==> src/cornet_macros.svh <==
`ifndef CORNET_MACROS_SVH
`define CORNET_MACROS_SVH

// bus widths.
`define CORNET_ADDR_W 16
`define CORNET_DATA_W 8

// low byte of the reset vector, high byte follows.
`define CORNET_RESET_VECTOR 16'hfffc

// high address byte for zero-page operands.
`define CORNET_ZERO_PAGE_HI 8'h00

// program counter steps per instruction length.
`define CORNET_STEP_IMPLIED 2'd1
`define CORNET_STEP_BYTE 2'd2
`define CORNET_STEP_WORD 2'd3

`endif

==> src/cornet_pkg.sv <==
`include "cornet_macros.svh"

package cornet_pkg;

   typedef logic [`CORNET_ADDR_W-1:0] addr_t;
   typedef logic [`CORNET_DATA_W-1:0] data_t;

   typedef enum logic [7:0] {
      op_ora_imm   = 8'h09,
      op_and_imm   = 8'h29,
      op_jmp_abs   = 8'h4c,
      op_sta_zp    = 8'h85,
      op_dey       = 8'h88,
      op_sta_abs   = 8'h8d,
      op_sta_abs_x = 8'h9d,
      op_ldy_imm   = 8'ha0,
      op_ldx_imm   = 8'ha2,
      op_lda_zp    = 8'ha5,
      op_lda_imm   = 8'ha9,
      op_lda_abs   = 8'had,
      op_lda_abs_x = 8'hbd,
      op_cpy_imm   = 8'hc0,
      op_iny       = 8'hc8,
      op_cmp_imm   = 8'hc9,
      op_dex       = 8'hca,
      op_bne       = 8'hd0,
      op_cpx_imm   = 8'he0,
      op_inx       = 8'he8,
      op_beq       = 8'hf0
   } opcode_t;

   typedef enum logic [2:0] {
      fs_idle,
      fs_reset,
      fs_fetch,
      fs_load,
      fs_execute,
      fs_execute_wait
   } fetch_state_t;

   // one value per instruction phase.
   typedef enum logic [4:0] {
      inst_nop, inst_reset, inst_jmp, inst_branch, inst_no_branch,
      inst_lda, inst_ldx, inst_ldy,
      inst_lda_z, inst_lda_abs, inst_lda_abs_x, inst_lda_addr,
      inst_sta, inst_sta_z, inst_sta_abs, inst_sta_abs_x, inst_sta_addr,
      inst_inx, inst_iny, inst_dex, inst_dey,
      inst_cmp, inst_cpx, inst_cpy,
      inst_and_imm, inst_ora_imm
   } inst_state_t;

endpackage

==> src/cornet_bus.sv <==
`include "cornet_macros.svh"

module cornet_bus (
   input  logic              clk,
   input  logic              reset_n,
   input  logic              rd_byte_req,
   input  logic              rd_word_req,
   input  cornet_pkg::addr_t rd_addr,
   input  logic              wr_req,
   input  cornet_pkg::addr_t wr_addr,
   input  cornet_pkg::data_t wr_req_data,
   input  cornet_pkg::addr_t fetch_addr,
   input  logic              fetch_rd_req,
   input  logic              fetch_hold,
   input  logic              ready,
   input  cornet_pkg::data_t rd_data,
   output cornet_pkg::addr_t addr,
   output logic              rd_req,
   output logic              wr_en,
   output cornet_pkg::data_t wr_data,
   output logic              rd_ack,
   output cornet_pkg::data_t rd_byte,
   output cornet_pkg::addr_t rd_word
);
   import cornet_pkg::*;

   typedef enum logic [1:0] {
      bus_idle,
      bus_byte,
      bus_word_lo,
      bus_word_hi
   } bus_state_t;

   bus_state_t state;
   addr_t      bus_addr;
   logic       bus_rd_req;

   assign rd_req = fetch_rd_req | bus_rd_req;
   assign addr   = fetch_hold ? fetch_addr : bus_addr;

   always_ff @(posedge clk)
   begin
      rd_ack     <= 1'b0;
      wr_en      <= 1'b0;
      bus_rd_req <= 1'b0;
      if (!reset_n)
      begin
         state <= bus_idle;
      end
      else if (rd_byte_req || rd_word_req)
      begin
         bus_addr   <= rd_addr;
         bus_rd_req <= 1'b1;
         state      <= rd_byte_req ? bus_byte : bus_word_lo;
      end
      else if (wr_req)
      begin
         bus_addr <= wr_addr;
         wr_data  <= wr_req_data;
         wr_en    <= 1'b1;
         state    <= bus_idle;
      end
      else if (ready && !bus_rd_req)  // data valid once ready returns.
      begin
         case (state)
            bus_byte:
            begin
               rd_byte <= rd_data;
               rd_ack  <= 1'b1;
               state   <= bus_idle;
            end
            bus_word_lo:
            begin
               rd_word[`CORNET_DATA_W-1:0] <= rd_data;
               bus_addr   <= bus_addr + addr_t'(1);  // high byte is little endian next.
               bus_rd_req <= 1'b1;
               state      <= bus_word_hi;
            end
            bus_word_hi:
            begin
               rd_word[`CORNET_ADDR_W-1:`CORNET_DATA_W] <= rd_data;
               rd_ack <= 1'b1;
               state  <= bus_idle;
            end
            default:
               state <= bus_idle;
         endcase
      end
   end

endmodule

==> src/cornet_cpu.sv <==
module cornet_cpu (
   input  logic              clk,
   input  logic              reset_n,
   output cornet_pkg::addr_t addr,
   input  cornet_pkg::data_t rd_data,
   output cornet_pkg::data_t wr_data,
   output logic              wr_en,
   output logic              rd_req,
   input  logic              ready
);
   import cornet_pkg::*;

   addr_t       pc;
   addr_t       pc_next;
   opcode_t     opcode;
   logic        start_reset;
   logic        exec_start;
   logic        exec_wait;
   addr_t       fetch_addr;
   logic        fetch_rd_req;
   logic        fetch_hold;
   inst_state_t inst_state;
   inst_state_t next_op;
   logic [1:0]  pc_delta;
   logic        rd_byte_req;
   logic        rd_word_req;
   addr_t       rd_addr;
   logic        wr_req;
   addr_t       wr_addr;
   data_t       wr_req_data;
   logic        rd_ack;
   data_t       rd_byte;
   addr_t       rd_word;
   logic        inst_done;
   addr_t       op_addr;
   data_t       reg_a;
   logic        flag_z;

   cornet_fetch fetch_i (
      .clk, .reset_n, .ready, .rd_data, .inst_done, .pc_next, .pc, .opcode,
      .start_reset, .exec_start, .exec_wait, .fetch_addr, .fetch_rd_req, .fetch_hold
   );

   cornet_decode decode_i (
      .clk, .reset_n, .start_reset, .exec_start, .opcode, .pc, .flag_z, .next_op,
      .op_addr, .reg_a, .inst_state, .pc_delta, .rd_byte_req, .rd_word_req, .rd_addr,
      .wr_req, .wr_addr, .wr_req_data
   );

   cornet_execute execute_i (
      .clk, .reset_n, .exec_wait, .inst_state, .pc, .pc_delta, .rd_ack, .rd_byte,
      .rd_word, .inst_done, .pc_next, .next_op, .op_addr, .reg_a, .flag_z
   );

   cornet_bus bus_i (
      .clk, .reset_n, .rd_byte_req, .rd_word_req, .rd_addr, .wr_req, .wr_addr,
      .wr_req_data, .fetch_addr, .fetch_rd_req, .fetch_hold, .ready, .rd_data,
      .addr, .rd_req, .wr_en, .wr_data, .rd_ack, .rd_byte, .rd_word
   );

endmodule

==> src/cornet_decode.sv <==
`include "cornet_macros.svh"

module cornet_decode (
   input  logic                    clk,
   input  logic                    reset_n,
   input  logic                    start_reset,
   input  logic                    exec_start,
   input  cornet_pkg::opcode_t     opcode,
   input  cornet_pkg::addr_t       pc,
   input  logic                    flag_z,
   input  cornet_pkg::inst_state_t next_op,
   input  cornet_pkg::addr_t       op_addr,
   input  cornet_pkg::data_t       reg_a,
   output cornet_pkg::inst_state_t inst_state,
   output logic [1:0]              pc_delta,
   output logic                    rd_byte_req,
   output logic                    rd_word_req,
   output cornet_pkg::addr_t       rd_addr,
   output logic                    wr_req,
   output cornet_pkg::addr_t       wr_addr,
   output cornet_pkg::data_t       wr_req_data
);
   import cornet_pkg::*;

   logic take_branch;

   // beq branches on z set, bne on z clear.
   assign take_branch = (opcode == op_beq) ? flag_z : !flag_z;

   always_ff @(posedge clk)
   begin
      rd_byte_req <= 1'b0;
      rd_word_req <= 1'b0;
      wr_req      <= 1'b0;
      if (!reset_n)
      begin
         inst_state <= inst_nop;
         pc_delta   <= '0;
      end
      else if (start_reset)
      begin
         rd_word_req <= 1'b1;
         rd_addr     <= `CORNET_RESET_VECTOR;
         inst_state  <= inst_reset;
      end
      else if (exec_start)
      begin
         rd_addr <= pc + addr_t'(1);  // operand follows the opcode.
         case (opcode)
            op_ora_imm:   inst_state <= inst_ora_imm;
            op_and_imm:   inst_state <= inst_and_imm;
            op_jmp_abs:   inst_state <= inst_jmp;
            op_sta_zp:    inst_state <= inst_sta_z;
            op_sta_abs:   inst_state <= inst_sta_abs;
            op_sta_abs_x: inst_state <= inst_sta_abs_x;
            op_lda_imm:   inst_state <= inst_lda;
            op_lda_zp:    inst_state <= inst_lda_z;
            op_lda_abs:   inst_state <= inst_lda_abs;
            op_lda_abs_x: inst_state <= inst_lda_abs_x;
            op_ldx_imm:   inst_state <= inst_ldx;
            op_ldy_imm:   inst_state <= inst_ldy;
            op_cmp_imm:   inst_state <= inst_cmp;
            op_cpx_imm:   inst_state <= inst_cpx;
            op_cpy_imm:   inst_state <= inst_cpy;
            op_inx:       inst_state <= inst_inx;
            op_iny:       inst_state <= inst_iny;
            op_dex:       inst_state <= inst_dex;
            op_dey:       inst_state <= inst_dey;
            op_bne,
            op_beq:       inst_state <= take_branch ? inst_branch : inst_no_branch;
            default:      inst_state <= inst_nop;  // unknown opcodes stall here.
         endcase

         case (opcode)
            op_ora_imm, op_and_imm, op_sta_zp, op_lda_imm, op_lda_zp,
            op_ldx_imm, op_ldy_imm, op_cmp_imm, op_cpx_imm, op_cpy_imm:
            begin
               rd_byte_req <= 1'b1;
               pc_delta    <= `CORNET_STEP_BYTE;
            end
            op_jmp_abs, op_sta_abs, op_sta_abs_x, op_lda_abs, op_lda_abs_x:
            begin
               rd_word_req <= 1'b1;
               pc_delta    <= `CORNET_STEP_WORD;
            end
            op_inx, op_iny, op_dex, op_dey:
               pc_delta <= `CORNET_STEP_IMPLIED;
            op_bne, op_beq:
            begin
               rd_byte_req <= take_branch;  // offset only needed when taken.
               pc_delta    <= take_branch ? 2'd0 : `CORNET_STEP_BYTE;
            end
            default:
               pc_delta <= '0;
         endcase
      end
      else
      begin
         case (next_op)
            inst_lda_addr:
            begin
               rd_byte_req <= 1'b1;
               rd_addr     <= op_addr;
               inst_state  <= inst_lda;
            end
            inst_sta_addr:
            begin
               wr_req      <= 1'b1;
               wr_addr     <= op_addr;
               wr_req_data <= reg_a;
               inst_state  <= inst_sta;
            end
            default:
               ;
         endcase
      end
   end

endmodule

==> src/cornet_execute.sv <==
`include "cornet_macros.svh"

module cornet_execute (
   input  logic                    clk,
   input  logic                    reset_n,
   input  logic                    exec_wait,
   input  cornet_pkg::inst_state_t inst_state,
   input  cornet_pkg::addr_t       pc,
   input  logic [1:0]              pc_delta,
   input  logic                    rd_ack,
   input  cornet_pkg::data_t       rd_byte,
   input  cornet_pkg::addr_t       rd_word,
   output logic                    inst_done,
   output cornet_pkg::addr_t       pc_next,
   output cornet_pkg::inst_state_t next_op,
   output cornet_pkg::addr_t       op_addr,
   output cornet_pkg::data_t       reg_a,
   output logic                    flag_z
);
   import cornet_pkg::*;

   data_t reg_x;
   data_t reg_y;
   data_t and_val;
   data_t or_val;
   addr_t pc_step;
   addr_t branch_offset;
   addr_t branch_target;

   assign and_val       = reg_a & rd_byte;
   assign or_val        = reg_a | rd_byte;
   assign pc_step       = pc + addr_t'(pc_delta);
   assign branch_offset = {{(`CORNET_ADDR_W - `CORNET_DATA_W){rd_byte[`CORNET_DATA_W-1]}}, rd_byte};
   // offset is relative to the byte after the branch.
   assign branch_target = pc + addr_t'(`CORNET_STEP_BYTE) + branch_offset;

   always_ff @(posedge clk)
   begin
      inst_done <= 1'b0;
      next_op   <= inst_nop;
      if (!reset_n)
      begin
         flag_z <= 1'b0;
      end
      else if (exec_wait && !inst_done)
      begin
         case (inst_state)  // implied phases, no operand.
            inst_inx:
            begin
               reg_x  <= reg_x + 8'd1;
               flag_z <= (reg_x == 8'hff);
            end
            inst_iny:
            begin
               reg_y  <= reg_y + 8'd1;
               flag_z <= (reg_y == 8'hff);
            end
            inst_dex:
            begin
               reg_x  <= reg_x - 8'd1;
               flag_z <= (reg_x == 8'h01);
            end
            inst_dey:
            begin
               reg_y  <= reg_y - 8'd1;
               flag_z <= (reg_y == 8'h01);
            end
            default:
               ;
         endcase

         case (inst_state)
            inst_inx, inst_iny, inst_dex, inst_dey, inst_sta, inst_no_branch:
            begin
               pc_next   <= pc_step;
               inst_done <= 1'b1;
            end
            default:
               ;
         endcase

         if (rd_ack)
         begin
            case (inst_state)
               inst_reset:
               begin
                  reg_a     <= '0;
                  reg_x     <= '0;
                  pc_next   <= rd_word;
                  inst_done <= 1'b1;
               end
               inst_jmp:
               begin
                  pc_next   <= rd_word;
                  inst_done <= 1'b1;
               end
               inst_branch:
               begin
                  pc_next   <= branch_target;
                  inst_done <= 1'b1;
               end
               inst_lda:
               begin
                  reg_a  <= rd_byte;
                  flag_z <= (rd_byte == 8'h00);
               end
               inst_ldx:
               begin
                  reg_x  <= rd_byte;
                  flag_z <= (rd_byte == 8'h00);
               end
               inst_ldy:
               begin
                  reg_y  <= rd_byte;
                  flag_z <= (rd_byte == 8'h00);
               end
               inst_and_imm:
               begin
                  reg_a  <= and_val;
                  flag_z <= (and_val == 8'h00);
               end
               inst_ora_imm:
               begin
                  reg_a  <= or_val;
                  flag_z <= (or_val == 8'h00);
               end
               inst_cmp: flag_z <= (reg_a == rd_byte);
               inst_cpx: flag_z <= (reg_x == rd_byte);
               inst_cpy: flag_z <= (reg_y == rd_byte);
               inst_lda_z, inst_sta_z:
                  op_addr <= {`CORNET_ZERO_PAGE_HI, rd_byte};
               inst_lda_abs, inst_sta_abs:
                  op_addr <= rd_word;
               inst_lda_abs_x, inst_sta_abs_x:
                  op_addr <= rd_word + addr_t'(reg_x);
               default:
                  ;
            endcase

            case (inst_state)
               inst_lda, inst_ldx, inst_ldy, inst_and_imm, inst_ora_imm,
               inst_cmp, inst_cpx, inst_cpy:
               begin
                  pc_next   <= pc_step;
                  inst_done <= 1'b1;
               end
               inst_lda_z, inst_lda_abs, inst_lda_abs_x:
                  next_op <= inst_lda_addr;  // second phase reads the operand.
               inst_sta_z, inst_sta_abs, inst_sta_abs_x:
                  next_op <= inst_sta_addr;
               default:
                  ;
            endcase
         end
      end
   end

endmodule

==> src/cornet_fetch.sv <==
module cornet_fetch (
   input  logic                clk,
   input  logic                reset_n,
   input  logic                ready,
   input  cornet_pkg::data_t   rd_data,
   input  logic                inst_done,
   input  cornet_pkg::addr_t   pc_next,
   output cornet_pkg::addr_t   pc,
   output cornet_pkg::opcode_t opcode,
   output logic                start_reset,
   output logic                exec_start,
   output logic                exec_wait,
   output cornet_pkg::addr_t   fetch_addr,
   output logic                fetch_rd_req,
   output logic                fetch_hold
);
   import cornet_pkg::*;

   fetch_state_t state;

   assign start_reset = (state == fs_reset);
   assign exec_start  = (state == fs_execute);
   assign exec_wait   = (state == fs_execute_wait);

   always_ff @(posedge clk)
   begin
      fetch_rd_req <= 1'b0;
      fetch_hold   <= 1'b0;
      if (!reset_n)
      begin
         state <= fs_idle;
         pc    <= '0;
      end
      else
      begin
         case (state)
            fs_idle:
               state <= fs_reset;
            fs_reset:
               state <= fs_execute_wait;  // vector read is finished like an instruction.
            fs_fetch:
            begin
               fetch_addr   <= pc;
               fetch_rd_req <= 1'b1;
               fetch_hold   <= 1'b1;
               state        <= fs_load;
            end
            fs_load:
            begin
               fetch_hold <= 1'b1;  // keep the opcode address on the bus.
               if (ready && !fetch_rd_req)
               begin
                  opcode <= opcode_t'(rd_data);
                  state  <= fs_execute;
               end
            end
            fs_execute:
               state <= fs_execute_wait;
            fs_execute_wait:
               if (inst_done)
               begin
                  pc    <= pc_next;
                  state <= fs_fetch;
               end
            default:
               state <= fs_idle;
         endcase
      end
   end

endmodule

==> config.mk <==
export PLATFORM = sky130hd
export DESIGN_NAME = cornet_cpu
export DESIGN_NICKNAME = d
export VERILOG_FILES = /design/src/cornet_pkg.sv /design/src/cornet_bus.sv /design/src/cornet_cpu.sv /design/src/cornet_decode.sv /design/src/cornet_execute.sv /design/src/cornet_fetch.sv
export VERILOG_INCLUDE_DIRS = /design/src
export SDC_FILE = /design/constraint.sdc
export NUM_CORES = 1
export LEC_CHECK = 0
export BUFFER_PORTS_ARGS = -buffer_cell sky130_fd_sc_hd__buf_2
export CAP_MARGIN = 40
export CORE_MARGIN = 2
export CORE_UTILIZATION = 40
export CTS_BUF_LIST = sky130_fd_sc_hd__clkbuf_4 sky130_fd_sc_hd__clkbuf_8 sky130_fd_sc_hd__clkbuf_16
export DETAILED_ROUTE_END_ITERATION = 12
export MAX_ROUTING_LAYER = met4
export PLACE_DENSITY = 0.51
export REMOVE_ABC_BUFFERS = 1
export SYNTH_ARGS = -nofsm -noshare
export SYNTH_HDL_FRONTEND = slang
export SYNTH_SLANG_ARGS = --single-unit
==> constraint.sdc <==
create_clock -name clk -period 8.15 [get_ports clk]
set_input_delay 1.2225 -clock clk [delete_from_list [all_inputs] [get_ports clk]]
set_output_delay 1.2225 -clock clk [all_outputs]
set_load 0.01 [all_outputs]
==> results of run 1 <==
==> flip-flops by register name, summed over array words and instances, names as in the netlist, 2 cells and up <==
name                  flops
bus_i.bus_addr           16
decode_i.pc_delta         2
fetch_i.fetch_addr       16
decode_i.inst_state       5
bus_i.wr_data             8
bus_i.rd_byte             8
execute_i.reg_y           8
decode_i.wr_addr         16
decode_i.rd_addr         16
fetch_i.state             3
fetch_i.pc               16
execute_i.reg_x           8
execute_i.pc_next        16
bus_i.rd_word            16
execute_i.op_addr        16
execute_i.next_op         2
bus_i.state               2
fetch_i.opcode            8
execute_i.reg_a           8
decode_i.wr_req_data      8
==> cells by family after synthesis <==
logic type | count (synthesis)
DFF | 208
AOI/OAI and AO/OA | 303
xor gates and xnor gates | 83
muxes | 38
and+or+nand+nor | 447
adders and majority gates | 63
buffers and inverters | 107
==> layer usage <==
layer	up-vias	global-route usage, %	part of all wire, %
met3	59	3.05	5.8
li1	4635	-	-
met4	0	5.48	2.2
met2	258	37.1	48
met1	4626	30.2	44
met5	-	-	0
==> critical path, cell delays in order (launching register included) <==
cell       delay (ns)
edfxtp_1         0.61
inv_1            0.17
ha_1             0.30
inv_1            0.04
ha_1             0.24
fa_1             0.41
a21oi_1          0.26
o211ai_1         0.18
a2111oi_0        0.48
nor3_1           0.13
xnor2_1          0.15
o21ai_0          0.08
==> worst paths after layout <==
path / to / slack (ns) / cells past startpoint
worst max-delay path: execute_i.pc_next[13]$_DFFE_PP_ / 4.83 / 11
worst min-delay path: bus_i.wr_data[4]$_DFFE_PP_ / 0.41 / 0
worst max register to register: execute_i.pc_next[13]$_DFFE_PP_ / 4.83 / 11
worst min register to register: bus_i.wr_data[4]$_DFFE_PP_ / 0.41 / 0
==> cell usage in the layout, fill, tap and decap left out, types with 8 or more instances in the layout <==
| master | n |
|---|---|
| a21boi_0 | 17 |
| maj3_1 | 11 |
| ha_1 | 49 |
| mux2_2 | 25 |
| buf_2 | 40 |
| nor2_1 | 96 |
| edfxtp_1 | 168 |
| o21ai_0 | 91 |
| and3_1 | 15 |
| dfxtp_1 | 40 |
| nand2_1 | 140 |
| buf_4 | 16 |
| nand4_1 | 16 |
| mux2i_1 | 13 |
| nand3_1 | 42 |
| clkinv_2 | 8 |
| nand2b_1 | 22 |
| xnor2_1 | 49 |
| nor3_1 | 35 |
| nor4_1 | 10 |
| a22oi_1 | 26 |
| a21oi_1 | 67 |
| a31oi_1 | 19 |
| a211oi_1 | 8 |
| inv_1 | 30 |
| nor3b_1 | 10 |
| clkbuf_16 | 25 |
| xor2_1 | 34 |
| nor2b_1 | 16 |
==> report_power, final <==
part	total [uW]	switching [uW]	internal [uW]	leakage [uW]
logic	118	73.0	44.8	0.00241
registers	1180	16.8	1160	0.00185
clock network	1220	463	753	0.000449
total	2510	552	1960	0.00471
==> area by class of cell <==
class	instances	area, um2	share of cell area [%]
clock inverters	17	225	1.64
inverters	31	116	0.847
flip-flops and latches	208	5850	42.6
clock buffers	29	674	4.91
well taps	396	495	3.61
repair buffers	57	348	2.53
multi-input cells	934	6030	43.9
==> stage by stage <==
step | cell area, um2 | util, %
finish | 13700 | 45.1
global route | 13700 | 45.1
CTS | 13700 | 45.1
detailed placement | 12800 | 42.2
global placement | 12800 | 42.0
floorplan | 12000 | -
==> impl_metrics.env, run 1 <==
export IMPL_status="finished clean"
export IMPL_slew_headroom_pct=43.7
export IMPL_min_period_ns=3.32
export IMPL_ir_drop_v=0.000142
export IMPL_hpwl_um=25300
export IMPL_cts_sinks=208
export IMPL_ys_warn_count=0
export IMPL_rsz0062_at_grt="no"
export IMPL_yosysSeqAreaShare_pct=47.6
export IMPL_worstPathMaxFanout=8
export IMPL_final_antenna_net_count=0
export IMPL_hold_path_class="flop to flop"
export IMPL_clock_skew_final_ns=0.0139
export IMPL_placedCellCount=1626
export IMPL_drv_slew=0
export IMPL_layout_setup_ws_ns=4.83
export IMPL_synth_top_family_by_area="simple AND/OR/NAND/NOR gates"
export IMPL_clk_insertion_delay_late_ns=0.54
export IMPL_cts_setup_buffers=0
export IMPL_ys_ff_latch=208
export IMPL_avgRoutedWirePerCell_um=21.0
export IMPL_synthXorXnorAreaFrac_pct=5.91
export IMPL_synth_compound_area_share_pct=15.6
export IMPL_cts_root_buf="clkbuf_16"
export IMPL_syn_area_per_cell_um2=9.84
export IMPL_worst_pin_slew_ns=0.841
export IMPL_ys_top_cells_by_area="edfxtp_1 41%, dfxtp_1 6.5%, ha_1 5.0%"
export IMPL_worstSetupStartpoint="bus_i.rd_byte[1]$_DFFE_PP_"
export IMPL_end_kind="flop"
export IMPL_crit_type="flop to flop"
export IMPL_drcViolationCount=0
export IMPL_dr_pass1_iters=5
export IMPL_dp_slack_ns=4.61
export IMPL_design_core_area_mm2=0.0304
export IMPL_nNetsFinal=1320
export IMPL_syn_instance_count=1249
export IMPL_cts_max_path_buffers=3
export IMPL_power_leakage_uw=0.00471
export IMPL_arrival_ns=3.60
export IMPL_via_per_inst=5.73
export IMPL_p_per_area_mw_per_mm2=183
export IMPL_worst_hold_startpoint="decode_i.wr_req_data[4]$_DFFE_PP_"
export IMPL_core_rowCount=64
export IMPL_h_tree_depth=1
export IMPL_crit_required_ns=8.42
export IMPL_cts_hold_buf=0
export IMPL_hold_viol=0
export IMPL_drive_above_1_share_pct=11.1
export IMPL_track_usage_pct=22.8
export IMPL_ys_async_sr_fraction_pct=0
export IMPL_io_pins=37
export IMPL_synth_mux_area_share_pct=3.35
export IMPL_fin_cells=1672
export IMPL_die_area_mm2=0.0321
export IMPL_gp_congestion=0.870
export IMPL_via_count=9578
export IMPL_clkTransAtPathRegs_ns=0.06
export IMPL_setup_viol=0
export IMPL_timing_max_cap_violations=0
export IMPL_antennaDiodeCount=0
export IMPL_die_height_um=179
export IMPL_synth_cell_type_count=71
export IMPL_portBuffers=36
export IMPL_tns_ns=0
export IMPL_total_power_uw=2510
export IMPL_wl_um=35100
export IMPL_cts_tree="yes"
export IMPL_numCtsBuffers=25
export IMPL_fin_crit_sh_pct=40.8
export IMPL_timing_fmax_ghz=0.301
export IMPL_hold_slack_ns=0.411
export IMPL_die_x_um=179
export IMPL_synth_area_mm2=0.0123
export IMPL_synthAdderAreaFrac_pct=6.37
export IMPL_grt_overflow_total=0
export IMPL_synth_most_common_cell="edfxtp_1"
export IMPL_synth_edf_count=168
export IMPL_drtIter0Drc=834
export IMPL_grt_max_degree=36
export IMPL_synth_top_area_cell="edfxtp_1"
export IMPL_synth_top_area_share_pct=41.0
export IMPL_synthFlopType="edfxtp_1"
export IMPL_netlist_top_cells_count="168 x edfxtp_1, 140 x nand2_1, 96 x nor2_1, 91 x o21ai_0, 67 x a21oi_1"
export IMPL_area_growth_pct=11.7
export IMPL_start_util_pct=40.4
export IMPL_grt_pass1_wl_um=54300
export IMPL_antenna_found_initial=0
export IMPL_cts_resized=0
export IMPL_synthSimpleGateAreaFrac_pct=17.7
export IMPL_fillCellCount=2928
export IMPL_grt_pass1_vias=9204
export IMPL_r2r_start="bus_i.rd_byte[1]$_DFFE_PP_"
export IMPL_cp_start_kind="flop"
Power figures use the tool's default switching activity.
==> inputs of run 2 (changes only) <==
clock period = 3.3 ns   (was 8.15 ns; I/O delays follow)
==> impl_metrics.env, run 2 (synthesized netlist as in run 1, its figures left out) <==
export IMPL_crit_required_ns=3.57
export IMPL_hold_slack_ns=0.243
export IMPL_cts_hold_buf=0
export IMPL_cts_max_path_buffers=3
export IMPL_p_per_area_mw_per_mm2=437
export IMPL_hold_path_class="input pin to flop"
export IMPL_grt_max_degree=35
export IMPL_track_usage_pct=23.8
export IMPL_p_clk_share_pct=47.4
export IMPL_cts_setup_buffers=0
export IMPL_ir_drop_v=0.000400
export IMPL_rsz0062_at_grt="no"
export IMPL_final_cell_mix="168 x edfxtp_1, 140 x nand2_1, 95 x nor2_1"
export IMPL_portBuffers=36
export IMPL_tns_ns=0
export IMPL_timing_fmax_ghz=0.347
export IMPL_clock_skew_final_ns=0.0270
export IMPL_io_pins=37
export IMPL_gp_congestion=0.919
export IMPL_reg2reg_to="execute_i.pc_next[13]$_DFFE_PP_"
export IMPL_h_tree_depth=1
export IMPL_timing_max_cap_violations=0
export IMPL_grt_pass1_vias=9402
export IMPL_grt_pass1_wl_um=56400
export IMPL_cts_tree="yes"
export IMPL_drtIter0Drc=821
export IMPL_status="finished clean"
export IMPL_clkTransAtPathRegs_ns=0.06
export IMPL_grt_overflow_total=0
export IMPL_p_comb_share_pct=4.9
export IMPL_wl_um=36600
export IMPL_worstPathMaxFanout=3
export IMPL_worst_pin_slew_ns=0.790
export IMPL_dr_pass1_iters=5
export IMPL_via_count=9779
export IMPL_multi_input_area_mm2=0.00603
export IMPL_setup_viol=0
export IMPL_ff2ff_path_depth=11
export IMPL_worstSetupStartpoint="fetch_i.pc[1]$_SDFFE_PN0P_"
export IMPL_p_sw_share_pct=22.3
export IMPL_cts_resized=0
export IMPL_avgRoutedWirePerCell_um=21.5
export IMPL_numCtsBuffers=25
export IMPL_drv_slew=0
export IMPL_core_rowCount=64
export IMPL_slew_headroom_pct=46.9
export IMPL_fin_util_pct=45.9
export IMPL_die_area_mm2=0.0321
export IMPL_r2r_start="fetch_i.pc[1]$_SDFFE_PN0P_"
export IMPL_hold_viol=0
export IMPL_antenna_found_initial=0
export IMPL_crit_type="flop to flop"
export IMPL_fin_crit_sh_pct=87.3
export IMPL_end_kind="flop"
export IMPL_layout_commonest_cell="edfxtp_1"
export IMPL_rrSetupSlack_ns=0.42
export IMPL_die_x_um=179
export IMPL_seqPwrFrac_pct=47.6
export IMPL_cts_sinks=208
export IMPL_worst_hold_startpoint="rd_data[4]"
export IMPL_endpoint="execute_i.pc_next[13]$_DFFE_PP_"
export IMPL_cp_start_kind="flop"
export IMPL_fillCellCount=2947
export IMPL_cts_root_buf="clkbuf_16"
export IMPL_die_height_um=179
export IMPL_final_antenna_net_count=0
export IMPL_switchingPower_uw=1360
export IMPL_drive_above_1_share_pct=13.4
export IMPL_power_leakage_uw=0.00485
export IMPL_clk_insertion_delay_late_ns=0.54
export IMPL_via_per_inst=5.74
export IMPL_arrival_ns=3.15
export IMPL_total_power_uw=6100
export IMPL_hpwl_um=26800
export IMPL_design_core_area_mm2=0.0304
export IMPL_nNetsFinal=1351
export IMPL_p_int_uw=4740
export IMPL_start_util_pct=40.4
export IMPL_area_growth_pct=13.5
export IMPL_seq_area_mm2=0.00585
export IMPL_drcViolationCount=0
export IMPL_min_period_ns=2.88
==> run 2: cell count changes in the layout (fill, tap and decap cells not counted), moves of 2 or more <==
cell / previous run / this run
bufinv_16: 5 / 2
buf_4: 16 / 51
clkinv_4: 0 / 2
clkinv_2: 8 / 2
diode_2: 0 / 2
buf_2: 40 / 36
clkbuf_8: 3 / 8
clkbuf_4: 1 / 3
==> run 2: layout make-up <==
class                      instances  share of cell area (%)
timing repair buffer              88                    4.14
clock buffer                      36                    5.43
multi-input combinational        934                    43.2
clock inverter                    10                   0.906
sequential                       208                    41.9
inverter                          31                   0.834
tap                              396                    3.55
antenna                            2                  0.0359
==> run 2: power by group through the flow <==
| stage | combinational [uW] | clock [uW] | sequential, uW |
|---|---|---|---|
| 3_5_place_dp | 297 | 0 | 2960 |
| 4_1_cts | 299 | 2950 | 2910 |
| 2_1_floorplan | 183 | 0 | 2950 |
| 3_3_place_gp | 295 | 0 | 2960 |
| 5_1_grt | 331 | 3050 | 2910 |
| 6_report | 300 | 2900 | 2910 |
==> run 2: worst min path at each step <==
stage,to,slack (ns),depth (start not counted)
6_report,bus_i.rd_word[4]$_DFFE_PP_,0.24,1
5_1_grt,bus_i.rd_word[4]$_DFFE_PP_,0.23,1
4_1_cts,bus_i.rd_word[4]$_DFFE_PP_,0.22,1
3_5_place_dp,bus_i.wr_data[2]$_DFFE_PP_,0.40,0
3_3_place_gp,bus_i.wr_data[2]$_DFFE_PP_,0.41,0
2_1_floorplan,bus_i.wr_data[0]$_DFFE_PP_,0.40,0
==> run 2: worst max-delay path, stage by stage, from the launching register on <==
cell	delay, ns
dfxtp_1	0.32
inv_1	0.07
ha_1	0.27
inv_1	0.04
ha_1	0.23
fa_1	0.42
a21oi_1	0.26
o211ai_1	0.19
a2111oi_0	0.44
nor3_1	0.13
xnor2_1	0.14
o21ai_0	0.10
==> run 2: per-layer routing <==
layer	routed length, um	vias to the layer above	share of wire (%)	global-route usage [%]
met5	0	-	0	-
li1	-	4711	-	-
met4	948	0	2.6	6.38
met3	2090	63	5.7	2.88
met1	16300	4698	44	31.5
met2	17300	307	47	38.7
==> run 2: through the flow <==
stage / setup WS [ns] / instances / instance area [um2]
CTS: 0.430 / 1703 / 13900
global placement: 0.484 / 1656 / 13100
detailed placement: 0.439 / 1657 / 13100
finish: 0.418 / 1705 / 14000
floorplan: -0.787 / 1173 / 12000
global route: 0.125 / 1703 / 13900
